### src/geom_pkg.sv
package geom_pkg;

    // signed model/screen coordinate
    typedef logic signed [11:0] coord_t;

    typedef struct packed {
        logic [3:0] r;
        logic [3:0] g;
        logic [3:0] b;
    } color12_t;

    typedef struct packed {
        coord_t   x;
        coord_t   y;
        coord_t   z;
        color12_t color;
    } vertex_t;

    typedef struct packed {
        vertex_t v0;
        vertex_t v1;
        vertex_t v2;
    } triangle_t;

    // uniform scale, then offset
    typedef struct packed {
        logic [7:0] scale;
        coord_t     ox;
        coord_t     oy;
        coord_t     oz;
    } xform_t;

    typedef logic [7:0] vidx_t;

    // i0 sits in the high bits
    typedef struct packed {
        vidx_t i0;
        vidx_t i1;
        vidx_t i2;
    } tri_idx_t;

endpackage

### src/scene_pkg.sv
package scene_pkg;

    import geom_pkg::*;

    localparam int VERT_AW   = 10;
    localparam int TRI_AW    = 10;
    localparam int INST_AW   = 4;
    localparam int WR_AW     = 10;
    localparam int TRI_CNT_W = 8;

    // address to data latency of every table
    localparam int READ_LAT = 2;
    localparam int WAIT_W   = $clog2(READ_LAT + 1);

    // tri_count holds count minus one
    typedef struct packed {
        logic [VERT_AW-1:0]   vert_base;
        logic [TRI_AW-1:0]    tri_base;
        logic [TRI_CNT_W-1:0] tri_count;
        xform_t               xform;
        color12_t             bg_color;
    } inst_desc_t;

    localparam int WR_DW = $bits(inst_desc_t);

    typedef enum logic [1:0] {
        SEL_INST,
        SEL_TRI,
        SEL_VERT
    } table_sel_t;

    // payload right-aligned in data
    typedef struct packed {
        table_sel_t       sel;
        logic [WR_AW-1:0] addr;
        logic [WR_DW-1:0] data;
    } scene_write_t;

    typedef enum logic {
        KIND_CAMERA,
        KIND_TRIANGLE
    } setup_kind_t;

    typedef struct packed {
        setup_kind_t kind;
        xform_t      xform;
        color12_t    bg_color;
        triangle_t   triangle;
    } setup_pkt_t;

endpackage

### src/triangle_assembler.sv
module triangle_assembler
    import geom_pkg::*, scene_pkg::*;
(
    input  logic        clk,
    input  logic        rst,
    input  logic        cap_desc,
    input  inst_desc_t  desc,
    input  logic        cap_v0,
    input  logic        cap_v1,
    input  logic        cap_v2,
    input  vertex_t     vert_in,
    input  logic        emit,
    input  setup_kind_t emit_kind,
    input  logic        setup_ready,
    output logic        slot_free,
    output logic        setup_valid,
    output setup_pkt_t  setup
);

    xform_t    stage_xform;
    color12_t  stage_bg;
    triangle_t stage_tri;

    // staging fills while the output may still be waiting
    always_ff @(posedge clk) begin
        if (cap_desc) begin
            stage_xform <= desc.xform;
            stage_bg    <= desc.bg_color;
        end
        if (cap_v0) begin
            stage_tri.v0 <= vert_in;
        end
        if (cap_v1) begin
            stage_tri.v1 <= vert_in;
        end
        if (cap_v2) begin
            stage_tri.v2 <= vert_in;
        end
    end

    always_ff @(posedge clk) begin
        if (emit) begin
            setup.kind     <= emit_kind;
            setup.xform    <= stage_xform;
            setup.bg_color <= stage_bg;
            // camera packet carries no geometry
            setup.triangle <= (emit_kind == KIND_CAMERA) ? '0 : stage_tri;
        end
    end

    always_ff @(posedge clk or posedge rst) begin
        if (rst) begin
            setup_valid <= 1'b0;
        end else if (emit) begin
            setup_valid <= 1'b1;
        end else if (setup_ready) begin
            setup_valid <= 1'b0;
        end
    end

    // empty or draining this cycle
    assign slot_free = !setup_valid || setup_ready;

    setup_held_stable: assert property (
        @(posedge clk) disable iff (rst)
        (setup_valid && !setup_ready) |=> (setup_valid && $stable(setup))
    ) else $error("triangle_assembler: setup changed under back-pressure");

endmodule
### config.mk
export PLATFORM = sky130hd
export DESIGN_NAME = triangle_assembler
export DESIGN_NICKNAME = d
export VERILOG_FILES = /design/src/geom_pkg.sv /design/src/scene_pkg.sv /design/src/triangle_assembler.sv
export SDC_FILE = /design/constraint.sdc
export NUM_CORES = 1
export LEC_CHECK = 0
export ABC_AREA = 1
export BUFFER_PORTS_ARGS = -buffer_cell sky130_fd_sc_hd__buf_2
export CORE_AREA = 5 5 169 236
export DETAILED_ROUTE_END_ITERATION = 7
export DIE_AREA = 0 0 174 241
export RECOVER_POWER = 25
export SYNTH_ARGS = -nofsm -noshare
export SYNTH_HDL_FRONTEND = slang
export SYNTH_SLANG_ARGS = --single-unit
export TNS_END_PERCENT = 30
### constraint.sdc
create_clock -name clk -period 1.1 [get_ports clk]
set_clock_uncertainty 0.2 [all_clocks]
set_input_delay 0.11 -clock clk [delete_from_list [all_inputs] [get_ports clk]]
set_output_delay 0.11 -clock clk [all_outputs]
set_load 0.01 [all_outputs]
==> results by group <==
Detailed routing
  – Total wire length: around 28 mm
  – Via count: 7,077
  – Router iterations before antenna repair: 6
  – Vias per cell: 4.16
  – WL/cell: between 15 and 20 um
  – Routed Antenna Nets: 0
  – Post-route DRC: 0
  – Initial DRC count: about 280

Worst setup path
  – CP Cell Sequence: buf_2
  – Crit path DAT: 1110 ps
  – Worst setup path class: flop to output pin
  – CP required: between 700 and 800 ps
  – Worst reg2reg startpoint: setup_valid
  – Largest delay share family, worst path: flip-flops
  – CP Buf/Inv Count: 1
  – Crit start category: flop
  – CP max FO: 1
  – Critical path capture point type: output pin
  – CP max stage delay: around 430 ps
  – Worst path slowest cell: edfxtp_1
  – Worst setup path start: setup[60]

Global route
  – Grt ovf: 0
  – Vias in the first global route: roughly 7.3k
  – First-pass GRT wire length: slightly above 40 mm
  – GRT Resource Usage Total: 0.129
  – Initial antenna violation count: 1
  – Largest net degree at the start of global routing: 62

Run
  – # Max-Cap Violations: 0

Pwr
  – Static leakage: 8.06 nW
  – PwrDens: between 1500 and 2000 nW/um^2
  – VDD IR max: about 1600 uV

Clocking
  – CTS tree: done
  – Sink Count: about 400
  – Htree depth: 2
  – Clock Root Buffer: clkbuf_16
  – Clk slew on worst S/H paths: ~60 ps
  – CTS buffer count: 38
  – Clk Latency, worst-skew pair: 510 ps
  – Clock Tree Buf Depth: 3

Cells and area
  – # fillers: 3,119
  – Area delta synth->final: 36.6%
  – Most frequent cells in the layout: edfxtp_1, buf_2, inv_1
  – Finished Layout Cells: 1,700
  – Post-route cell area: approximately 18,000 um^2
  – Most common cell after layout, fill and taps aside: edfxtp_1
  – N_diodes: 0
  – Nets: 1,341
  – Layout cell share with drive strength beyond 1: 0.324

Timing
  – Achievable frequency: between 700 and 800 MHz
  – Slew Limit Fails: 0
  – Worst setup margin: -322 ps
  – Final setup fails: just over 200
  – Final period util: 1.29
  – Final hold slack: -263 ps
  – Worst slew pin tran: 700 ps
  – RSZ-0062 raised after global routing: yes
  – Endpoints failing hold: 26
  – Slew headroom: 0.533
  – Final worst path period need: about 1400 ps
  – Fin Setup TNS: -50,880 ps

Floorplanning
  – Die area: about 42,000 um^2
  – Die height: roughly 240 um
  – Core area: 37,400 um^2
  – Rows: 84
  – Initial Util: 0.355
  – I/O pins: approximately 340
  – Die X: about 170 um

Worst hold path
  – HP Start: emit
  – Hold Crit Class: input port to flop

Outcome
  – Status: complete, but fails checks
  – Failing checks: negative hold slack, negative setup slack

Placement
  – Area post-placement: ~16,000 um^2
  – # port buffers: 315
  – Dpl hpwl: 18.7 mm
  – Routability congestion estimate: approximately 0.77
  – Placed cell count: approximately 1.5k

Synthesis
  – Synth unique cells: 7
  – Yosys top cell by area: edfxtp_1
  – Dominant cells by area after synthesis: edfxtp_1, inv_1, nand2_1
  – Synth Instances: 711
  – Combinational family with the most area after synthesis: buffers and inverters
  – Synthesized cell area: around 13,000 um^2
  – Synth warn: 0
  – Syn nets: approximately 850
  – Post-synthesis mux area share: 0
  – Number of synthesized register bits: about 400
  – Syn avg cell area: approximately 19 um^2
  – Post-Synth Simple-Gate Area: 0.0412
  – Synth top area share: 0.906
  – Synth Area in Compound Gates: 0
  – Xor/xnor share of the synthesized area: 0
  – Sequential share of the synthesized area: 0.908
  – Adder-cell share of the synthesized area: 0
==> cell families after synthesis <==
| logic type | count (synthesis) |
|---|---|
| buf+inv | 163 |
| flops | 402 |
| simple gates | 146 |
==> area by class of cell <==
class	count	area, um^2	share of cell area
Clock buffer	47	1050	0.0577
Sequential cell	402	12100	0.665
Multi-Input combinational cell	146	553	0.0305
Tap cell	473	592	0.0326
Timing Repair Buffer	465	3140	0.173
Clock inverter	20	208	0.0114
Inverter	147	552	0.0304
==> stage by stage <==
step | hold slack, ps | util | total power [W] | worst slack (ps)
after floorplan | -361 | - | 0.0193 | 67.8
after global placement | -257 | 0.421 | 0.0205 | -91.0
after detailed placement | -252 | 0.421 | 0.0206 | -104
after CTS | -200 | 0.486 | 0.0341 | -367
after global routing | -279 | 0.485 | 0.0349 | -374
final | -263 | 0.485 | 0.0336 | -322
==> flip-flops by register name (all words and copies together), names as in the netlist <==
register / flops
setup_valid: 1
setup: 201
stage_tri: 144
stage_xform: 44
stage_bg: 12
==> power breakdown <==
part | switching (W) | internal [W]
Combinational | 0.00121 | 0.000957
Clock | 0.00532 | 0.00773
Sequential | 0.000304 | 0.0181
==> final timing paths <==
| path | slack (ps) | end | cells after the start |
|---|---|---|---|
| max | -320 | setup[60] | 1 |
| min reg2reg | 220 | setup[157] | 0 |
| max in group asynchronous | 250 | setup_valid | 4 |
| min | -260 | setup[42] | 1 |
| max reg2reg | -160 | setup_valid | 7 |
| min in group asynchronous | 360 | setup_valid | 4 |
==> timing repair <==
| action | CTS | global route |
|---|---|---|
| pin swaps | 1 | 0 |
| setup endpoints to repair | 203 | 218 |
| setup buffers | 5 | 0 |
| endpoints found under the hold margin | 460 | 199 |
| resized for setup | 8 | 11 |
| hold buffers | 114 | 1 |
==> Yosys cell counts, drive strengths merged <==
master and n:
dfrtp 1, buf 16, inv 147, nand2 146, edfxtp 401
==> layer usage <==
metal	vias up	track usage	share of wire
met1	3372	0.128	0.34
met4	2	0.0516	0.031
met5	-	0	0.00046
met3	52	0.0415	0.079
met2	255	0.248	0.55
li1	3396	-	-
Power figures use the tool's default switching activity.
