<file path="config.mk">
export PLATFORM = sky130hd
export DESIGN_NAME = feed_sequencer
export DESIGN_NICKNAME = d
export VERILOG_FILES = /design/src/geom_pkg.sv /design/src/scene_pkg.sv /design/src/feed_sequencer.sv
export SDC_FILE = /design/constraint.sdc
export NUM_CORES = 1
export LEC_CHECK = 0
export ABC_AREA = 1
export CORE_MARGIN = 2
export CORE_UTILIZATION = 60
export CTS_CLUSTER_DIAMETER = 150
export DETAILED_ROUTE_END_ITERATION = 6
export DONT_BUFFER_PORTS = 1
export GPL_ROUTABILITY_DRIVEN = 1
export PLACE_DENSITY = 0.76
export SLEW_MARGIN = 40
export SYNTH_ARGS = -nofsm -noshare
export SYNTH_HDL_FRONTEND = slang
export SYNTH_SLANG_ARGS = --single-unit
</file>
<file path="constraint.sdc">
create_clock -name clk -period 5.25 [get_ports clk]
set_clock_uncertainty 0.05 [all_clocks]
set_input_delay 0.525 -clock clk [delete_from_list [all_inputs] [get_ports clk]]
set_output_delay 0.525 -clock clk [all_outputs]
set_load 0.05 [all_outputs]
</file>
<file path="src/geom_pkg.sv">
package geom_pkg;

    // signed model/screen coordinate
    typedef logic signed [11:0] coord_t;

    typedef struct packed {
        logic [3:0] r;
        logic [3:0] g;
        logic [3:0] b;
    } color12_t;

    typedef struct packed {
        coord_t   x;
        coord_t   y;
        coord_t   z;
        color12_t color;
    } vertex_t;

    typedef struct packed {
        vertex_t v0;
        vertex_t v1;
        vertex_t v2;
    } triangle_t;

    // uniform scale, then offset
    typedef struct packed {
        logic [7:0] scale;
        coord_t     ox;
        coord_t     oy;
        coord_t     oz;
    } xform_t;

    typedef logic [7:0] vidx_t;

    // i0 sits in the high bits
    typedef struct packed {
        vidx_t i0;
        vidx_t i1;
        vidx_t i2;
    } tri_idx_t;

endpackage

</file>
<file path="src/scene_pkg.sv">
package scene_pkg;

    import geom_pkg::*;

    localparam int VERT_AW   = 10;
    localparam int TRI_AW    = 10;
    localparam int INST_AW   = 4;
    localparam int WR_AW     = 10;
    localparam int TRI_CNT_W = 8;

    // address to data latency of every table
    localparam int READ_LAT = 2;
    localparam int WAIT_W   = $clog2(READ_LAT + 1);

    // tri_count holds count minus one
    typedef struct packed {
        logic [VERT_AW-1:0]   vert_base;
        logic [TRI_AW-1:0]    tri_base;
        logic [TRI_CNT_W-1:0] tri_count;
        xform_t               xform;
        color12_t             bg_color;
    } inst_desc_t;

    localparam int WR_DW = $bits(inst_desc_t);

    typedef enum logic [1:0] {
        SEL_INST,
        SEL_TRI,
        SEL_VERT
    } table_sel_t;

    // payload right-aligned in data
    typedef struct packed {
        table_sel_t       sel;
        logic [WR_AW-1:0] addr;
        logic [WR_DW-1:0] data;
    } scene_write_t;

    typedef enum logic {
        KIND_CAMERA,
        KIND_TRIANGLE
    } setup_kind_t;

    typedef struct packed {
        setup_kind_t kind;
        xform_t      xform;
        color12_t    bg_color;
        triangle_t   triangle;
    } setup_pkt_t;

endpackage

</file>
<file path="src/feed_sequencer.sv">
module feed_sequencer
    import geom_pkg::*, scene_pkg::*;
(
    input  logic                 clk,
    input  logic                 rst,
    input  logic                 scene_ready,
    input  logic [INST_AW-1:0]   inst_count,
    input  logic                 frame_start,
    input  logic                 wait_done,
    input  logic [TRI_CNT_W-1:0] tri_idx,
    input  logic [INST_AW-1:0]   inst_idx,
    input  logic                 last_tri,
    input  logic                 last_inst,
    input  logic                 slot_free,
    input  inst_desc_t           desc,
    input  tri_idx_t             tri_in,
    output logic                 wr_ready,
    output logic                 frame_done,
    output logic [INST_AW-1:0]   inst_last,
    output logic [INST_AW-1:0]   inst_addr,
    output logic [TRI_AW-1:0]    tri_addr,
    output logic [VERT_AW-1:0]   vert_addr,
    output logic                 start_wait,
    output logic                 step_tri,
    output logic                 clr_tri,
    output logic                 step_inst,
    output logic                 clr_inst,
    output logic                 cap_desc,
    output logic                 cap_v0,
    output logic                 cap_v1,
    output logic                 cap_v2,
    output logic                 emit,
    output setup_kind_t          emit_kind
);

    typedef enum logic [3:0] {
        IDLE,
        LOAD_DESC,
        EMIT_CAMERA,
        REQUEST_TRI,
        WAIT_TRI,
        FETCH_VERT,
        CAPTURE,
        EMIT_TRI,
        DONE
    } state_t;

    state_t               state;
    state_t               state_nxt;
    logic                 scene_ready_s1;
    logic                 scene_ready_s2;
    logic [INST_AW-1:0]   inst_count_s1;
    logic                 desc_req;
    logic [1:0]           vphase;
    tri_idx_t             tri_q;
    vidx_t                vidx_sel;

    // host side is asynchronous
    always_ff @(posedge clk or posedge rst) begin
        if (rst) begin
            scene_ready_s1 <= 1'b0;
            scene_ready_s2 <= 1'b0;
            inst_count_s1  <= '0;
            inst_last      <= '0;
        end else begin
            scene_ready_s1 <= scene_ready;
            scene_ready_s2 <= scene_ready_s1;
            inst_count_s1  <= inst_count;
            inst_last      <= inst_count_s1;
        end
    end

    always_comb begin
        state_nxt  = state;
        start_wait = 1'b0;
        step_tri   = 1'b0;
        clr_tri    = 1'b0;
        step_inst  = 1'b0;
        clr_inst   = 1'b0;
        cap_desc   = 1'b0;
        cap_v0     = 1'b0;
        cap_v1     = 1'b0;
        cap_v2     = 1'b0;
        emit       = 1'b0;
        emit_kind  = KIND_TRIANGLE;
        case (state)
            IDLE: begin
                if (scene_ready_s2) begin
                    clr_tri   = 1'b1;
                    clr_inst  = 1'b1;
                    state_nxt = LOAD_DESC;
                end
            end
            LOAD_DESC: begin
                start_wait = desc_req && slot_free;
                if (wait_done) begin
                    cap_desc  = 1'b1;
                    // record 0 is the camera
                    state_nxt = (inst_idx == '0) ? EMIT_CAMERA : REQUEST_TRI;
                end
            end
            EMIT_CAMERA: begin
                emit_kind = KIND_CAMERA;
                if (slot_free) begin
                    emit = 1'b1;
                    if (last_inst) begin
                        state_nxt = DONE;
                    end else begin
                        step_inst = 1'b1;
                        clr_tri   = 1'b1;
                        state_nxt = LOAD_DESC;
                    end
                end
            end
            REQUEST_TRI: begin
                if (slot_free) begin
                    start_wait = 1'b1;
                    state_nxt  = WAIT_TRI;
                end
            end
            WAIT_TRI: begin
                if (wait_done) begin
                    state_nxt = FETCH_VERT;
                end
            end
            FETCH_VERT: begin
                // v0 data lands as the v2 address goes out
                if (vphase == 2'd2) begin
                    start_wait = 1'b1;
                    cap_v0     = 1'b1;
                    state_nxt  = CAPTURE;
                end
            end
            CAPTURE: begin
                cap_v1 = !wait_done;
                cap_v2 = wait_done;
                if (wait_done) begin
                    state_nxt = EMIT_TRI;
                end
            end
            EMIT_TRI: begin
                if (slot_free) begin
                    emit = 1'b1;
                    if (!last_tri) begin
                        step_tri  = 1'b1;
                        state_nxt = REQUEST_TRI;
                    end else if (last_inst) begin
                        state_nxt = DONE;
                    end else begin
                        step_inst = 1'b1;
                        clr_tri   = 1'b1;
                        state_nxt = LOAD_DESC;
                    end
                end
            end
            DONE: begin
                if (frame_done && frame_start) begin
                    state_nxt = IDLE;
                end
            end
            default: state_nxt = IDLE;
        endcase
    end

    always_ff @(posedge clk or posedge rst) begin
        if (rst) begin
            state      <= IDLE;
            desc_req   <= 1'b0;
            vphase     <= '0;
            frame_done <= 1'b0;
        end else begin
            state <= state_nxt;
            // one descriptor read per entry into LOAD_DESC
            if (state != LOAD_DESC) begin
                desc_req <= (state_nxt == LOAD_DESC);
            end else if (start_wait) begin
                desc_req <= 1'b0;
            end
            vphase <= (state == FETCH_VERT) ? vphase + 2'd1 : 2'd0;
            // raised once the last packet has left
            if (state == DONE && !frame_done && slot_free) begin
                frame_done <= 1'b1;
            end else if (state == DONE && frame_done && frame_start) begin
                frame_done <= 1'b0;
            end
        end
    end

    always_ff @(posedge clk) begin
        if (state == WAIT_TRI && wait_done) begin
            tri_q <= tri_in;
        end
    end

    always_comb begin
        case (vphase)
            2'd0:    vidx_sel = tri_q.i0;
            2'd1:    vidx_sel = tri_q.i1;
            default: vidx_sel = tri_q.i2;
        endcase
    end

    assign wr_ready  = (state == IDLE) || (state == DONE);
    assign inst_addr = inst_idx;
    assign tri_addr  = desc.tri_base + TRI_AW'(tri_idx);
    assign vert_addr = desc.vert_base + VERT_AW'(vidx_sel);

    // output slot stays drained for the whole done phase
    done_only_when_drained: assert property (
        @(posedge clk) disable iff (rst)
        frame_done |-> slot_free
    ) else $error("feed_sequencer: frame_done with a packet still pending");

endmodule

</file>
==> run_results.csv, run 1 <==
group,metric,value,unit
cells_and_area,nNetsFinal,481,
clock_network,cts_resized,0,
clock_network,clock_tree.root_cell,"clkbuf_8",
timing,setup_tns,0,ps
clock_network,path_clk_slew,80,ps
route,vias,2132,
cells_and_area,layout_commonest_cell,"nand2_1",
route,totalWireLength,5520,um
logic_synthesis,avgSynthCellArea,8.07,um2
logic_synthesis,yosysTopAreaCell,"edfxtp_1",
floorplanning,initial_core_util,61.4,%
timing,fin_crit_sh,69.9,%
floorplanning,coreArea,4290,um2
clock_network,clockBufferDepth,2,
clock_network,ctsHoldBuffers,0,
logic_synthesis,yosys_warnings,0,
cells_and_area,layout.cells.non_filler,381,
timing,rsz0062_at_grt,"false",
power,total_power,1.73,mW
floorplanning,chipWidth,70.3,um
cells_and_area,utilization,66.5,%
min_path,holdCritPathClass,"primary input to async pin",
timing,hold_violations,0,
global_route,globalRouteTotalUtil,23.6,%
worst_setup_path,worstSetupEndpointType,"primary output",
logic_synthesis,ys_ff_latch,42,
floorplanning,dieArea,4940,um2
floorplanning,io_pins,173,
power,seq_power_share,27.2,%
placement,placed_area,2750,um2
clock_network,cts_made_buffers,5,
logic_synthesis,synth_top_area_share,27.3,%
route,drt-initial-drc-count,81,
floorplanning,num_rows,24,
clock_network,tritoncts,"done",
power,clockPowerShare,14.0,%
timing,hold_ws,159,ps
cells_and_area,layout_common_cells,"nand2_1, inv_1, nand3_1",
clock_network,cts_setup_buffers,0,
placement,dp_slack,1890,ps
worst_setup_path,crit_path_start_kind,"flop",
power,power.switching,955,uW
power,p_per_area,607,nW/um2
timing,worst_slew_pin_slew,872,ps
timing,min_period,3670,ps
worst_setup_path,critPathMaxFanout,9,
power,p_leak,1.39,nW
logic_synthesis,ys.flop_type,"edfxtp_1",
global_route,overflow,0,
cells_and_area,design_area,2860,um2
worst_setup_path,crit_arrival,3100,ps
power,power.share.combinational,58.8,%
global_route,first_global_vias,2048,
worst_setup_path,required,4680,ps
power,p_sw_share,55.1,%
cells_and_area,layout-drive-gt1-share,8.21,%
global_route,grt_pass1_wl,9050,um
clock_network,cts.htree.levels,2,
logic_synthesis,synth.area.top_cells,"edfxtp_1, dfrtp_1, nand2_1, ha_1, nand3_1",
clock_network,cts_sinks,42,
route,vias_per_cell,5.60,
timing,fmax,272,MHz
cells_and_area,syn_to_final_growth,8.25,%
logic_synthesis,synth_cell_type_count,25,
placement,port_buffers,0,
logic_synthesis,yosysSeqAreaShare,44.4,%
cells_and_area,antenna_cells,0,
clock_network,clock_latency,290,ps
logic_synthesis,synth-edff-count,24,
global_route,grt_max_degree,25,
logic_synthesis,synth-async-reset-ratio,42.9,%
logic_synthesis,syn_inst,327,
timing,report.final.slew_viol_count,0,
placement,dp_hpwl,4540,um
run,drv_cap,0,
global_route,antenna_found_initial,0,
timing,slew_headroom,41.6,%
placement,gp_congestion,0.894,
timing,setup_slack,1580,ps
outcome,outcome,"finished, final reports clean",
placement,placedCellCount,373,
route,drc,0,
floorplanning,die_h,70.3,um
worst_setup_path,worstSetupPathType,"flop to primary output",
power,vdd.ir_drop.worst,0.463,mV
route,wl_per_cell,14.5,um
route,route.antenna.remaining_nets,0,
power,p_int,779,uW
route,first_pass_iters,4,
timing,finalSetupViolCount,0,
logic_synthesis,netlist_area,2640,um2
logic_synthesis,syn_nets,480,
==> Yosys cell counts (2+ instances only) <==
master	n
a21boi_0	2
a21oi_1	11
buf_4	4
clkbuf_1	2
dfrtp_1	18
edfxtp_1	24
fa_1	2
ha_1	19
inv_1	43
inv_2	2
nand2_1	98
nand3_1	37
nand4_1	10
nor2_1	30
nor2_2	3
o21a_1	2
o21ai_0	5
or2_2	2
xor2_1	7
==> power by group through the flow <==
stage | Clock [mW] | Combinational, mW | Sequential, mW
after floorplan | 0 | 0.880 | 0.463
after global placement | 0 | 0.973 | 0.472
final | 0.243 | 1.02 | 0.471
after global routing | 0.261 | 1.11 | 0.476
after CTS | 0.247 | 1.02 | 0.470
after detailed placement | 0 | 1.02 | 0.476
==> routing by layer <==
layer	track usage, %	up-vias	routed length (um)
met2	39.8	101	2660
met5	0	-	0
met1	29.5	962	2260
met4	8.55	0	95
met3	5.63	9	501
li1	-	1060	-
==> state kept, by name, summed over array words and instances (netlist names) <==
register        flops
tri_q              24
inst_count_s1       4
inst_last           4
state               4
vphase              2
desc_req            1
frame_done          1
scene_ready_s1      1
scene_ready_s2      1
==> kinds of logic (layout without fill, tap and decap cells) <==
family / Yosys count / after routing / share of synthesized area [%]
xor gates and xnor gates: 8 / 8 / 2.66
AOI/OAI and AO/OA: 22 / 22 / 4.65
adders and majority gates: 21 / 21 / 10.5
buffers and inverters: 51 / 53 / 7.83
DFF: 42 / 42 / 44.4
and+or+nand+nor: 183 / 183 / 29.9
==> critical path: stages (launching register included) <==
cell     delay (ps)
dfrtp_1         410
inv_1            90
ha_1            380
inv_1           230
nand3_1         130
nand3_1         100
ha_1            240
fa_1            460
nand3_1         120
nand2_1         100
nand2_1         100
nand3_1          80
nand2_1         360
==> cell type report <==
type | count | area [um2]
tap | 52 | 65.1
sequential | 42 | 1170
multi-input combinational | 234 | 1340
fill | 359 | 1440
clock buffer | 6 | 72.6
clock inverter | 2 | 37.5
inverter | 45 | 169
==> final timing paths <==
| kind | startpoint | end | slack [ps] | cells past startpoint |
|---|---|---|---|---|
| worst max-delay path | vphase[0]$_DFF_PP0_ | vert_addr[8] | 1580 | 12 |
| worst min-delay path | rst | inst_last[3]$_DFF_PP0_ | 160 | 1 |
| worst max register to register | state[0]$_DFF_PP0_ | tri_q[0]$_DFFE_PP_ | 3530 | 3 |
| worst min register to register | scene_ready_s1$_DFF_PP0_ | scene_ready_s2$_DFF_PP0_ | 300 | 0 |
| max in group asynchronous | rst | state[3]$_DFF_PP0_ | 4560 | 1 |
| min in group clk | inst_count[2] | inst_count_s1[2]$_DFF_PP0_ | 210 | 0 |
(Power assumes the default switching activity.)
==> run 2, diff against run 1 <==
--- a/config.mk
+++ b/config.mk
@@ -7,12 +7,12 @@
 export LEC_CHECK = 0
 export ABC_AREA = 1
 export CORE_MARGIN = 2
-export CORE_UTILIZATION = 60
+export CORE_UTILIZATION = 57
 export CTS_CLUSTER_DIAMETER = 150
 export DETAILED_ROUTE_END_ITERATION = 6
 export DONT_BUFFER_PORTS = 1
 export GPL_ROUTABILITY_DRIVEN = 1
-export PLACE_DENSITY = 0.76
+export PLACE_DENSITY = 0.75
 export SLEW_MARGIN = 40
 export SYNTH_ARGS = -nofsm -noshare
 export SYNTH_HDL_FRONTEND = slang
==> constraint.sdc (replaced) <==
create_clock -name clk -period 3.2 [get_ports clk]
set_clock_uncertainty 0.05 [all_clocks]
set_input_delay 0.32 -clock clk [delete_from_list [all_inputs] [get_ports clk]]
set_output_delay 0.32 -clock clk [all_outputs]
set_load 0.05 [all_outputs]
==> run_results.csv, run 2 (synthesis gave the netlist of run 1 again) <==
group,metric,value,unit
outcome,outcome,"finished, final reports clean",
worst_setup_path,cpPeakStageDelay,390,ps
floorplanning,initial_core_util,59.8,%
worst_setup_path,path_cells,"inv_1 -> ha_1 -> buf_4 -> nand2_1 -> nand3_1 -> ha_1 -> nand2_1 -> nor2_1 -> nand3_1 -> nand3_1 -> nand2_1 -> nand2_1",
worst_setup_path,critPathMaxFanout,8,
timing,fmax,335,MHz
placement,dp_hpwl,4600,um
worst_setup_path,worstSetupPathType,"flop to primary output",
min_path,holdCritPathClass,"primary input to flop",
timing,worst_slew_pin_slew,869,ps
route,first_pass_iters,4,
cells_and_area,syn_to_final_growth,11.3,%
power,p_per_area,996,nW/um2
clock_network,tritoncts,"done",
clock_network,clock_tree.root_cell,"clkbuf_8",
route,wl_per_cell,14.9,um
global_route,first_global_vias,2077,
worst_setup_path,critPathBufInv,2,
route,route.antenna.remaining_nets,0,
min_path,whs_path_depth,0,
cells_and_area,regMostFlops,"tri_q",
route,vias_per_cell,5.50,
timing,slew_headroom,41.8,%
global_route,overflow,0,
clock_network,cts.htree.levels,2,
clock_network,cts_sinks,42,
global_route,grt_max_degree,25,
timing,setup_tns,0,ps
timing,report.final.slew_viol_count,0,
route,vias,2200,
worst_setup_path,crit_path_start_kind,"flop",
cells_and_area,layout_common_cells,"nand2_1, inv_1, nand3_1",
clock_network,path_clk_slew,80,ps
timing,setup_slack,219,ps
floorplanning,dieArea,5190,um2
cells_and_area,largest_register_ff_count,24,
placement,dp_slack,484,ps
clock_network,clockBufferDepth,2,
clock_network,cts_made_buffers,5,
cells_and_area,fillers,364,
worst_setup_path,crit_cells,12,
timing,finalSetupViolCount,0,
power,vdd.ir_drop.worst,0.668,mV
route,drt-initial-drc-count,83,
worst_setup_path,crit_arrival,2610,ps
floorplanning,io_pins,173,
worst_setup_path,crit_family,"simple AND/OR/NAND/NOR gates",
worst_setup_path,rr_worst_depth,7,
placement,gp_congestion,0.893,
timing,rsz0062_at_grt,"false",
route,totalWireLength,5960,um
timing,min_period,2980,ps
power,p_leak,1.46,nW
cells_and_area,layout_commonest_cell,"nand2_1",
cells_and_area,nNetsFinal,500,
worst_setup_path,cp_common_cell,"nand2_1",
floorplanning,num_rows,24,
timing,fin_crit_sh,93.2,%
cells_and_area,layout-drive-gt1-share,10.3,%
placement,port_buffers,0,
run,drv_cap,0,
timing,hold_violations,0,
worst_setup_path,required,2830,ps
worst_setup_path,worstSetupEndpointType,"primary output",
floorplanning,die_h,72.0,um
global_route,globalRouteTotalUtil,23.6,%
worst_setup_path,critical_path.slowest_cell,"ha_1",
floorplanning,coreArea,4410,um2
cells_and_area,antenna_cells,0,
global_route,grt_pass1_wl,9390,um
global_route,antenna_found_initial,0,
route,drc,0,
clock_network,clock_latency,290,ps
floorplanning,chipWidth,72.0,um
-- run 2: cell types whose count changed in the layout (fill, tap and decap cells not counted), moves of 2 or more --
cell and delta:
buf_4 +13, xor2_1 +7, xor2_2 -7, dlygate4sd3_1 +6, nor2_2 +2
-- run 2: path summary, 6_finish.rpt --
kind / start / end / slack [ps]
min in group asynchronous: rst / inst_last[1]$_DFF_PP0_ / 510
worst min register to register: inst_count_s1[2]$_DFF_PP0_ / inst_last[2]$_DFF_PP0_ / 300
worst min-delay path: tri_in[17] / tri_q[17]$_DFFE_PP_ / 60
worst max register to register: state[2]$_DFF_PP0_ / state[1]$_DFF_PP0_ / 1510
worst max-delay path: vphase[0]$_DFF_PP0_ / vert_addr[9] / 220
max in group asynchronous: rst / inst_last[3]$_DFF_PP0_ / 2150
-- run 2: layer usage --
layer,vias up,track usage (%),wire length (um)
met3,10,7.50,568
li1,1103,-,-
met2,110,40.7,2870
met1,977,28.7,2410
met4,0,6.50,103
met5,-,0,0
-- run 2: area by class of cell --
type	count	area, um2	area share, %
clock inverter	2	12.5	0.426
clock buffer	6	82.6	2.81
sequential	42	1170	39.9
tap	52	65.1	2.22
multi-input combinational	234	1280	43.5
timing repair buffer	19	158	5.37
inverter	45	169	5.75
-- run 2: worst reg2reg max path, delay by kind of cell, from the launching register on --
family	cells	cell delay (ps)
buffers and inverters	2	440
DFF	1	470
and+or+nand+nor	5	670
-- run 2: through the flow --
step                      std cells  util (%)  power (mW)  area (um2)  hold WS, ps
after floorplan                 327         -        2.20        2640          209
after global placement          386      62.6        2.51        2770          273
after detailed placement        386      62.8        2.56        2770          281
after CTS                       396      65.4        2.90        2890       0.0566
after global routing            400      66.5        3.12        2940         49.8
final                           400      66.5        2.92        2940         64.7
-- run 2: report_power, final --
group	switching [mW]	internal, mW	leakage, nW
sequential	0.110	0.667	0.438
combinational	1.31	0.484	0.973
clock	0.176	0.173	0.0472
-- run 2: timing repair --
item / CTS / global route
setup buffers: 0 / 0
resized for setup: 0 / 3
hold endpoints to repair: 19 / 4
setup endpoints to repair: 0 / 3
hold buffers: 2 / 4
