### src/geom_pkg.sv
package geom_pkg;

    // signed model/screen coordinate
    typedef logic signed [11:0] coord_t;

    typedef struct packed {
        logic [3:0] r;
        logic [3:0] g;
        logic [3:0] b;
    } color12_t;

    typedef struct packed {
        coord_t   x;
        coord_t   y;
        coord_t   z;
        color12_t color;
    } vertex_t;

    typedef struct packed {
        vertex_t v0;
        vertex_t v1;
        vertex_t v2;
    } triangle_t;

    // uniform scale, then offset
    typedef struct packed {
        logic [7:0] scale;
        coord_t     ox;
        coord_t     oy;
        coord_t     oz;
    } xform_t;

    typedef logic [7:0] vidx_t;

    // i0 sits in the high bits
    typedef struct packed {
        vidx_t i0;
        vidx_t i1;
        vidx_t i2;
    } tri_idx_t;

endpackage

### src/scene_pkg.sv
package scene_pkg;

    import geom_pkg::*;

    localparam int VERT_AW   = 10;
    localparam int TRI_AW    = 10;
    localparam int INST_AW   = 4;
    localparam int WR_AW     = 10;
    localparam int TRI_CNT_W = 8;

    // address to data latency of every table
    localparam int READ_LAT = 2;
    localparam int WAIT_W   = $clog2(READ_LAT + 1);

    // tri_count holds count minus one
    typedef struct packed {
        logic [VERT_AW-1:0]   vert_base;
        logic [TRI_AW-1:0]    tri_base;
        logic [TRI_CNT_W-1:0] tri_count;
        xform_t               xform;
        color12_t             bg_color;
    } inst_desc_t;

    localparam int WR_DW = $bits(inst_desc_t);

    typedef enum logic [1:0] {
        SEL_INST,
        SEL_TRI,
        SEL_VERT
    } table_sel_t;

    // payload right-aligned in data
    typedef struct packed {
        table_sel_t       sel;
        logic [WR_AW-1:0] addr;
        logic [WR_DW-1:0] data;
    } scene_write_t;

    typedef enum logic {
        KIND_CAMERA,
        KIND_TRIANGLE
    } setup_kind_t;

    typedef struct packed {
        setup_kind_t kind;
        xform_t      xform;
        color12_t    bg_color;
        triangle_t   triangle;
    } setup_pkt_t;

endpackage

### src/fetch_counter.sv
module fetch_counter
    import scene_pkg::*;
(
    input  logic                 clk,
    input  logic                 rst,
    input  logic                 start_wait,
    input  logic                 step_tri,
    input  logic                 clr_tri,
    input  logic                 step_inst,
    input  logic                 clr_inst,
    input  logic [TRI_CNT_W-1:0] tri_last_count,
    input  logic [INST_AW-1:0]   inst_last,
    output logic                 wait_done,
    output logic [TRI_CNT_W-1:0] tri_idx,
    output logic [INST_AW-1:0]   inst_idx,
    output logic                 last_tri,
    output logic                 last_inst
);

    logic [WAIT_W-1:0] wait_cnt;

    // counts down from READ_LAT, done on the final count
    always_ff @(posedge clk or posedge rst) begin
        if (rst) begin
            wait_cnt <= '0;
        end else if (start_wait) begin
            wait_cnt <= WAIT_W'(READ_LAT);
        end else if (wait_cnt != '0) begin
            wait_cnt <= wait_cnt - 1'b1;
        end
    end

    assign wait_done = (wait_cnt == WAIT_W'(1));

    always_ff @(posedge clk or posedge rst) begin
        if (rst) begin
            tri_idx  <= '0;
            inst_idx <= '0;
        end else begin
            if (clr_tri) begin
                tri_idx <= '0;
            end else if (step_tri) begin
                tri_idx <= tri_idx + 1'b1;
            end
            if (clr_inst) begin
                inst_idx <= '0;
            end else if (step_inst) begin
                inst_idx <= inst_idx + 1'b1;
            end
        end
    end

    assign last_tri  = (tri_idx == tri_last_count);
    assign last_inst = (inst_idx == inst_last);

    // next triangle only once its reads have landed
    no_step_during_wait: assert property (
        @(posedge clk) disable iff (rst)
        step_tri |-> (wait_cnt == '0)
    ) else $error("fetch_counter: step_tri while wait timer runs");

endmodule

### config.mk
export PLATFORM = sky130hd
export DESIGN_NAME = fetch_counter
export DESIGN_NICKNAME = d
export VERILOG_FILES = /design/src/geom_pkg.sv /design/src/scene_pkg.sv /design/src/fetch_counter.sv
export SDC_FILE = /design/constraint.sdc
export NUM_CORES = 1
export LEC_CHECK = 0
export ABC_AREA = 0
export BUFFER_PORTS_ARGS = -buffer_cell sky130_fd_sc_hd__clkbuf_2
export CAP_MARGIN = 20
export CORE_MARGIN = 2
export CORE_UTILIZATION = 45
export CTS_CLUSTER_DIAMETER = 50
export DETAILED_ROUTE_END_ITERATION = 10
export PLACE_DENSITY = 0.84
export SETUP_SLACK_MARGIN = 0.5
export SLEW_MARGIN = 25
export SYNTH_ARGS = -nofsm -noshare
export SYNTH_HDL_FRONTEND = slang
export SYNTH_SLANG_ARGS = --single-unit
### constraint.sdc
create_clock -name clk -period 2.3 [get_ports clk]
set_input_delay 0.115 -clock clk [delete_from_list [all_inputs] [get_ports clk]]
set_output_delay 0.115 -clock clk [all_outputs]
set_load 0.01 [all_outputs]
==> results of run 1 <==
[worst reg2reg max path, cell delays in order, from the launching register on]
cell and delay, ns:
dfrtp_1 0.49, ha_1 0.21, nand2_1 0.08, or3_1 0.31, a21oi_1 0.15
[sequential cells by signal (all words and copies together) (netlist names)]
signal	cells
tri_idx	8
inst_idx	4
wait_cnt	2
[metrics by stage]
stage                     cells  hold slack (ns)  power, mW  util [%]  instance area [um^2]
after floorplan              80         0.004219     0.3910         -                 800.8
after detailed placement    135           0.1626     0.4411     57.58                 983.4
after global placement      135           0.1468     0.4271     57.58                 983.4
after CTS                   141          0.01030     0.6279     60.88                  1040
final                       141          0.02207     0.6213     60.88                  1040
after global routing        141          0.02353     0.6591     60.88                  1040
[cell type report]
cell class | count | area (um^2) | area share [%]
multi-input combinational | 60 | 425.4 | 40.91
sequential | 14 | 350.3 | 33.69
timing repair buffer | 35 | 185.2 | 17.81
clock buffer | 4 | 36.28 | 3.490
tap | 25 | 31.28 | 3.008
inverter | 3 | 11.26 | 1.083
[kinds of logic after synthesis]
kind of cell / synth area share, %
AND/OR/NAND/NOR: 17.50
XOR/XNOR: 21.87
flip-flops: 43.75
AO/OA/AOI/OAI: 3.749
buffers and inverters: 3.125
adder cells (fa/ha/maj): 6.250
multiplexers: 3.750
[layout by cell type (no fill, tap or decap), types with 3 or more instances in the layout]
cell	Yosys	routed
a21oi_1	3	3
clkbuf_2	0	33
clkbuf_4	0	3
dfrtp_1	14	14
ha_1	4	4
inv_1	3	3
mux2i_1	3	3
nand4_1	6	6
nor2_1	11	11
o21ai_0	3	3
or3_1	3	3
xnor2_1	10	10
xor2_1	10	10
[where the power goes]
part	switching, mW	internal [mW]
clock	0.0815	0.0964
combinational	0.0765	0.0745
sequential	0.0242	0.268
[routing by layer]
layer	up-vias	part of all wire, %
li1	342	-
met4	0	0
met1	309	40
met5	-	0
met2	17	58
met3	0	2.6
[repair_timing]
| action | CTS | global route |
|---|---|---|
| hold endpoints to repair | 15 | 0 |
| hold buffers | 2 | 0 |
| setup buffers | 0 | 0 |
| gates resized for setup | 0 | 0 |
[how the worst max path moves through the flow]
stage	end	slack, ns	cells past startpoint
4_1_cts	last_inst	0.81	3
6_report	last_inst	0.83	3
3_3_place_gp	tri_idx[6]	1.07	4
5_1_grt	last_inst	0.73	3
2_1_floorplan	tri_idx[6]	1.04	4
3_5_place_dp	tri_idx[6]	1.02	4
==> summary.txt, run 1 <==
clock slew at reported path FFs: 0.09 ns
met2 GRT Util: 33.33%
Final Worst Setup Slack: 0.8279 ns
Unique masters post-synth: 18
critical-path cell list: xor2_1, nor4_1, clkbuf_2
Slew headroom: 65.26%
Yosys top cell area share: 43.75%
die area: 2133 um^2
Crit path largest cell delay: 0.44 ns
flop-to-flop setup slack: 0.99 ns
Horiz. Die Dim: 46.19 um
routed vias: 668
vias per inst: 4.738
TritonCTS buffer count: 3
r2r endpoint: tri_idx[6]
DR iter-0 viols: 9
share of cells above drive strength 1: 33.62%
ys flop type: dfrtp_1
Synth Instances: 80
WP buf/inv: 1
Setup TNS: 0 ns
diodes inserted: 0
post-detailed-routing wire length: 1764 um
status: finished, final reports clean
hpwl dp: 1318 um
Worst EP arrival: 1.36 ns
first-pass detailed-route iteration total: 4
first-pass GRT wire length: 2635 um
number of global-route vias before repair: 633
largest net degree at the start of global routing: 15
Post-DRT Antenna Nets: 0
Max Root-Sink Buffers: 2
Yosys warning total: 0
global route total overflow: 0
Nets: 140
Ports: 34
Layout Skew: 0.005337 ns
Post-synth EDFFs: 0
crit end category: primary output
RSZ-0062 raised after global routing: no
antenna violations before repair: 0
Slowest cell on crit path: dfrtp_1
Most Used Layer, Global Route: met2
pwr/cell area: 597.5 nW/um^2
FF+latch count, synth: 14
Worst Hold Endpoint: inst_idx[0]
M1 GR Usage: 19.32%
Worst-Margin Slew: 0.5205 ns
Final setup viols: 0
leak pwr: 0.5352 nW
Post-Syn Area: 800.8 um^2
Critical Path RT: 2.18 ns
class of the worst hold path: in2reg
Total GRT Usage: 17.83%
Fillers: 142
Hold Path Depth: 2
worst r2r src: tri_idx[0]
start point of the critical path: inst_idx[1]
cell with the most instances after synthesis: dfrtp_1
Worst Setup Path Type: reg2out
Peak VDD IR: 372.1 uV
IO buf count: 33
Placer Congestion: 0.7186
fmax: 0.6793 GHz
most frequent cells after synthesis: dfrtp_1, nor2_1, xnor2_1, xor2_1, nand4_1
period utilization: 64.00%
Final Max Tran Viols: 0
Skew-Pair Late Insertion Delay: 0.28 ns
die height: 46.19 um
# DRC: 0
Tmin final: 1.472 ns
Crit path max-delay family: flip-flops
clk sink count: 14
Std-Cell Rows: 15
register area share after synthesis: 43.75%
wire per inst: 12.51 um
Final Hold Viols: 0
r2r worst-path depth: 4
Root Driver: clkbuf_4
area added between synthesis and finish: 29.84%
grt met3 use: 1.176%
syn_nets: 103
crit path max fanout: 5
H-tree Lvls: 1
initial core utilization: 46.89%
Synth area leader: dfrtp_1
ys async rst share: 100.0%
Synth area leaders: dfrtp_1, xnor2_1, xor2_1
syn avg cell area: 10.01 um^2
CP startpoint kind: flip-flop
Max Cap Viol: 0
Core Region: 1708 um^2
TritonCTS clock tree: yes
Post-Place Worst Slack: 1.020 ns
Worst Hold Launch: clr_inst
Power figures use the tool's default switching activity.
==> run 2: changes to the inputs <==
==> constraint.sdc (replaced) <==
create_clock -name clk -period 1.4 [get_ports clk]
set_input_delay 0.07 -clock clk [delete_from_list [all_inputs] [get_ports clk]]
set_output_delay 0.07 -clock clk [all_outputs]
set_load 0.01 [all_outputs]
==> run 2 against run 1 <==
Net effect: the flow now finishes with violations (setup timing); setup slack got worse by 0.87 ns; largest cell class unchanged; first-iteration DRC count rose to 4.2 times the previous value; critical path type unchanged; via count up 35%.
==> summary.txt, run 2 (synthesis results as in run 1) <==
status: complete, but fails checks
failing checks: setup timing
hpwl dp: 1392 um (+5.7%)
pwr/cell area: 815.0 nW/um^2 (+36%)
commonest non-fill, non-tap cells in the layout: buf_6, clkbuf_2, nor2_1, buf_4, xor2_1
post-placement cell area: 1049 um^2 (+6.6%)
initial core utilization: 46.89% (unchanged)
Max Root-Sink Buffers: 2 (unchanged)
share of cells above drive strength 1: 65.75% (+32 points)
critical-path cell list: xor2_1, nor4_2, buf_2
final instance area: 1579 um^2 (+52%)
Post-DRT Antenna Nets: 0 (unchanged)
TritonCTS buffer count: 3 (unchanged)
Slew headroom: 63.65% (-1.6 points)
routed vias: 905 (+35%)
Final setup viols: 1 (+1)
Slowest cell on crit path: dfrtp_1
Horiz. Die Dim: 46.19 um (unchanged)
number of global-route vias before repair: 817 (+29%)
die area: 2133 um^2 (unchanged)
CP startpoint kind: flip-flop
leak pwr: 0.7465 nW (+39%)
crit path max fanout: 2 (-3)
first-pass detailed-route iteration total: 4 (unchanged)
Max Cap Viol: 0 (unchanged)
Final Max Tran Viols: 0 (unchanged)
Ports: 34 (unchanged)
Final Worst Setup Slack: -0.04018 ns (-0.8681 ns)
Tmin final: 1.440 ns
Critical Path RT: 1.33 ns (-0.85 ns)
Regs by FF count: tri_idx: 8 flops, inst_idx: 4 flops, wait_cnt: 2 flops
clock slew at reported path FFs: 0.09 ns (about the same)
RSZ-0062 raised after global routing: yes
Post-Route Utilization: 92.45% (+32 points)
Peak VDD IR: 844.2 uV (+130%)
Crit path largest cell delay: 0.42 ns (-0.02 ns)
Layout Skew: 0.0007809 ns (-0.004556 ns)
area added between synthesis and finish: 97.19%
global route total overflow: 0 (unchanged)
Total GRT Usage: 26.97% (+9.1 points)
diodes inserted: 0 (unchanged)
Std-Cell Rows: 15 (unchanged)
Final Hold Viols: 0 (unchanged)
first-pass GRT wire length: 3912 um (+48%)
Root Driver: clkbuf_4
Setup TNS: -0.04018 ns (-0.04018 ns)
antenna violations before repair: 0 (unchanged)
Nets: 170 (+21%)
most common cell after layout, fill and taps aside: buf_6
class of the worst hold path: in2reg
TritonCTS clock tree: yes
largest net degree at the start of global routing: 15 (unchanged)
Skew-Pair Late Insertion Delay: 0.29 ns (about the same)
largest register by flop count: tri_idx
post-detailed-routing wire length: 3529 um (+100%)
wire per inst: 20.64 um (+65%)
DR iter-0 viols: 38 (+29)
clk sink count: 14 (unchanged)
Worst EP arrival: 1.37 ns (about the same)
period utilization: 102.9%
Worst-Margin Slew: 0.5446 ns (+0.02414 ns)
fmax: 0.6944 GHz
# DRC: 0 (unchanged)
WP buf/inv: 1 (unchanged)
Crit path max-delay family: flip-flops
vias per inst: 5.292 (+12%)
Worst Setup Path Type: reg2out
crit end category: primary output
IO buf count: 33 (unchanged)
Largest register FFs: 8 (unchanged)
Placer Congestion: 0.7235 (+0.68%)
die height: 46.19 um (unchanged)
Core Region: 1708 um^2 (unchanged)
H-tree Lvls: 1 (unchanged)
-- run 2: report_power, final --
group	internal, mW	leakage, nW	switching (mW)	total [mW]
clock network	0.159	0.0210	0.152	0.311
logic	0.275	0.550	0.210	0.485
registers	0.443	0.175	0.0486	0.492
total	0.876	0.746	0.411	1.29
-- run 2: cell type report --
cell class | instances | area, um^2
well taps | 25 | 31.28
multi-input cells | 60 | 576.8
clock buffers | 4 | 36.28
flip-flops and latches | 14 | 360.3
repair buffers | 65 | 563.0
fillers | 62 | 128.9
inverters | 3 | 11.26
-- run 2: worst paths after layout --
path	from	to	slack, ns	cells past startpoint
setup / recovery	inst_idx[2]	last_inst	-0.04	3
hold / removal	clr_tri	tri_idx[6]	0.06	2
setup reg to reg	tri_idx[1]	tri_idx[4]	0.01	6
hold reg to reg	tri_idx[7]	tri_idx[7]	0.71	3
max in group asynchronous	rst	tri_idx[5]	0.66	3
min in group asynchronous	rst	wait_cnt[1]	0.35	3
-- run 2: per-stage QoR --
stage / std cells / worst slack (ns) / power, mW / hold slack (ns)
6_report: 171 / -0.04018 / 1.287 / 0.06167
3_3_place_gp: 135 / 0.2456 / 0.7598 / 0.1020
2_1_floorplan: 80 / 0.2355 / 0.6929 / -0.04119
4_1_cts: 162 / 0.04520 / 1.176 / 0.05060
3_5_place_dp: 135 / 0.1540 / 0.7744 / 0.1109
5_1_grt: 171 / -0.08472 / 1.352 / 0.06022
-- run 2: worst reg2reg max path: cells and delay by family (launching register included) --
kind,cells,cell delay (ns)
buffers and inverters,2,0.25
XOR/XNOR,1,0.20
adder cells (fa/ha/maj),1,0.17
AND/OR/NAND/NOR,2,0.19
flip-flops,1,0.47
-- run 2: routing by layer --
metal  routed length (um)  up-vias  global-route usage (%)
li1                     -      403                       -
met1                 1533      457                   33.25
met2                 1751       32                   46.94
met3                   97       13                   1.569
met4                  146        0                   13.71
met5                    0        -                       0
-- run 2: timing repair --
action                     4_1_cts  5_1_grt
hold buffers                     3        0
pin swaps                       20       18
setup endpoints to repair       26       29
hold endpoints to repair        19        0
setup buffers                   20        9
resized for setup               23       41
cloned                           0        0
==> run 3: changes to the inputs <==
--- a/config.mk
+++ b/config.mk
@@ -8,11 +8,14 @@
 export ABC_AREA = 0
 export BUFFER_PORTS_ARGS = -buffer_cell sky130_fd_sc_hd__clkbuf_2
 export CAP_MARGIN = 20
+export CELL_PAD_IN_SITES_DETAIL_PLACEMENT = 1
+export CELL_PAD_IN_SITES_GLOBAL_PLACEMENT = 2
+export CORE_ASPECT_RATIO = 1.75
 export CORE_MARGIN = 2
-export CORE_UTILIZATION = 45
+export CORE_UTILIZATION = 26
 export CTS_CLUSTER_DIAMETER = 50
 export DETAILED_ROUTE_END_ITERATION = 10
-export PLACE_DENSITY = 0.84
+export PLACE_DENSITY = 0.81
 export SETUP_SLACK_MARGIN = 0.5
 export SLEW_MARGIN = 25
 export SYNTH_ARGS = -nofsm -noshare
==> run 3 against run 2 <==
Net effect: the flow now finishes without violations; final area down 6.9%; setup slack gained 0.13 ns; highest routed layer unchanged; register-to-register slack improved by 0.08 ns; wire length decreased by 25%; combinational power is 13% lower; largest power group unchanged; clock skew rose by 0.0065 ns.
==> summary.txt, run 3 (synthesis results as in run 1) <==
Core Region: 2928 um^2 (+71%)
Skew-Pair Late Insertion Delay: 0.25 ns (-0.04 ns)
Fillers: 322 (+420%)
Slew headroom: 77.59% (+14 points)
hpwl dp: 1616 um (+16%)
Worst Setup Path Type: reg2out
fmax: 0.7643 GHz (+10%)
Crit path max-delay family: flip-flops
flop-to-flop setup slack: 0.09 ns (+0.08 ns)
r2r worst-path depth: 5 (-1)
TritonCTS clock tree: yes
Crit path largest cell delay: 0.46 ns (+0.04 ns)
Top Metal Used: met4
most common cell after layout, fill and taps aside: clkbuf_2
r2r endpoint: tri_idx[5]
global route total overflow: 0 (unchanged)
Max Root-Sink Buffers: 2 (unchanged)
DR iter-0 viols: 1 (-97%)
# DRC: 0 (unchanged)
Nets: 160 (-5.9%)
post-detailed-routing wire length: 2632 um (-25%)
area added between synthesis and finish: 83.59%
commonest non-fill, non-tap cells in the layout: clkbuf_2, buf_6, nor2_1
Peak VDD IR: 692.7 uV (-18%)
Worst EP arrival: 1.24 ns (-0.13 ns)
largest net degree at the start of global routing: 15 (unchanged)
Tmin final: 1.308 ns (-0.1318 ns)
DR WL met3: 91 um (-6.2%)
vias per inst: 4.976 (-6.0%)
fin cells: 164 (-4.1%)
Horiz. Die Dim: 45.95 um (-0.51%)
metal2 WL: 1514 um (-14%)
Root Driver: clkbuf_8
CP startpoint kind: flip-flop
period utilization: 93.45% (-9.4 points)
diodes inserted: 0 (unchanged)
leak pwr: 0.6918 nW (-7.3%)
H-tree Lvls: 1 (unchanged)
Placer Congestion: 0.7007 (-3.2%)
Layout Skew: 0.007309 ns (+0.006528 ns)
IO buf count: 33 (unchanged)
antenna violations before repair: 0 (unchanged)
placed insts: 138 (+2.2%)
clk sink count: 14 (unchanged)
first-pass detailed-route iteration total: 4 (unchanged)
Critical Path RT: 1.33 ns (about the same)
wire per inst: 16.05 um (-22%)
Worst Hold Launch: clr_inst
share of cells above drive strength 1: 66.18% (+0.42 points)
Std-Cell Rows: 26 (+11)
routed vias: 816 (-9.8%)
initial core utilization: 27.35% (-20 points)
class of the worst hold path: in2reg
Post-Route Utilization: 50.21% (-42 points)
pwr/cell area: 893.1 nW/um^2 (+9.6%)
die height: 77.42 um (+68%)
WP buf/inv: 1 (unchanged)
first-pass GRT wire length: 3919 um (+0.18%)
number of global-route vias before repair: 875 (+7.1%)
Worst Hold Endpoint: inst_idx[0]
Setup TNS: 0 ns (+0.04018 ns)
TritonCTS buffer count: 3 (unchanged)
RSZ-0062 raised after global routing: yes
largest register by flop count: tri_idx
critical-path cell list: xnor2_2, nand4_1, nor2_2, clkbuf_2
Hold Path Depth: 2 (unchanged)
Post-DRT Antenna Nets: 0 (unchanged)
met1 wire length: 964 um (-37%)
Final Hold Viols: 0 (unchanged)
worst r2r src: tri_idx[0]
Regs by FF count: tri_idx: 8 flops, inst_idx: 4 flops, wait_cnt: 2 flops
Final setup viols: 0 (-1)
Worst-Margin Slew: 0.3354 ns (-0.2092 ns)
Total GRT Usage: 14.92% (-12 points)
status: finished, final reports clean
Final Max Tran Viols: 0 (unchanged)
crit path max fanout: 4 (+2)
Slowest cell on crit path: dfrtp_2
Ports: 34 (unchanged)
crit end category: primary output
clock slew at reported path FFs: 0.07 ns (-0.02 ns)
die area: 3557 um^2 (+67%)
Max Cap Viol: 0 (unchanged)
Largest register FFs: 8 (unchanged)
## run 3: worst max-delay path by stage
stage | end | slack [ns] | start | cells past startpoint
2_1_floorplan | tri_idx[6] | 0.24 | tri_idx[0] | 4
3_3_place_gp | tri_idx[6] | 0.23 | tri_idx[2] | 3
3_5_place_dp | tri_idx[6] | 0.17 | tri_idx[2] | 3
4_1_cts | last_inst | 0.10 | inst_idx[1] | 3
5_1_grt | last_tri | 0.03 | tri_idx[5] | 4
6_report | last_tri | 0.09 | tri_idx[1] | 4
## run 3: final cells by class
cell class / instances / area, um^2 / area share [%]
flip-flops and latches: 14 / 361.6 / 24.60
repair buffers: 55 / 440.4 / 29.96
multi-input cells: 60 / 563.0 / 38.30
clock buffers: 4 / 55.05 / 3.745
inverters: 3 / 15.01 / 1.021
well taps: 28 / 35.03 / 2.383
## run 3: where the power goes
part | leakage [nW] | internal, mW | switching [mW]
Clock | 0.0288 | 0.249 | 0.150
Combinational | 0.489 | 0.237 | 0.184
Sequential | 0.174 | 0.446 | 0.0464
Total | 0.692 | 0.933 | 0.381
## run 3: per-layer routing
metal	GRT usage (%)	up-vias
met5	0	-
met4	6.857	0
met3	2.791	4
met2	26.11	27
met1	16.10	405
li1	-	380
## run 3: repair_timing
action                                  4_1_cts  5_1_grt
hold buffers                                  2        0
buffers inserted                             16        4
endpoints found under the hold margin        15        0
resized for setup                            18       31
pin swaps                                    10       12
endpoints found under the setup margin       24       41
## run 3: per-stage QoR
stage               total power, mW  worst slack [ns]  hold slack (ns)  area (um^2)
floorplan                    0.6929            0.2355         -0.04119        872.1
global placement             0.7628            0.2292           0.1169         1052
detailed placement           0.7843            0.1686           0.1262         1052
CTS                           1.258            0.1029          0.03406         1320
global route                  1.397           0.03035          0.03401         1470
finish                        1.313           0.09163          0.03726         1470
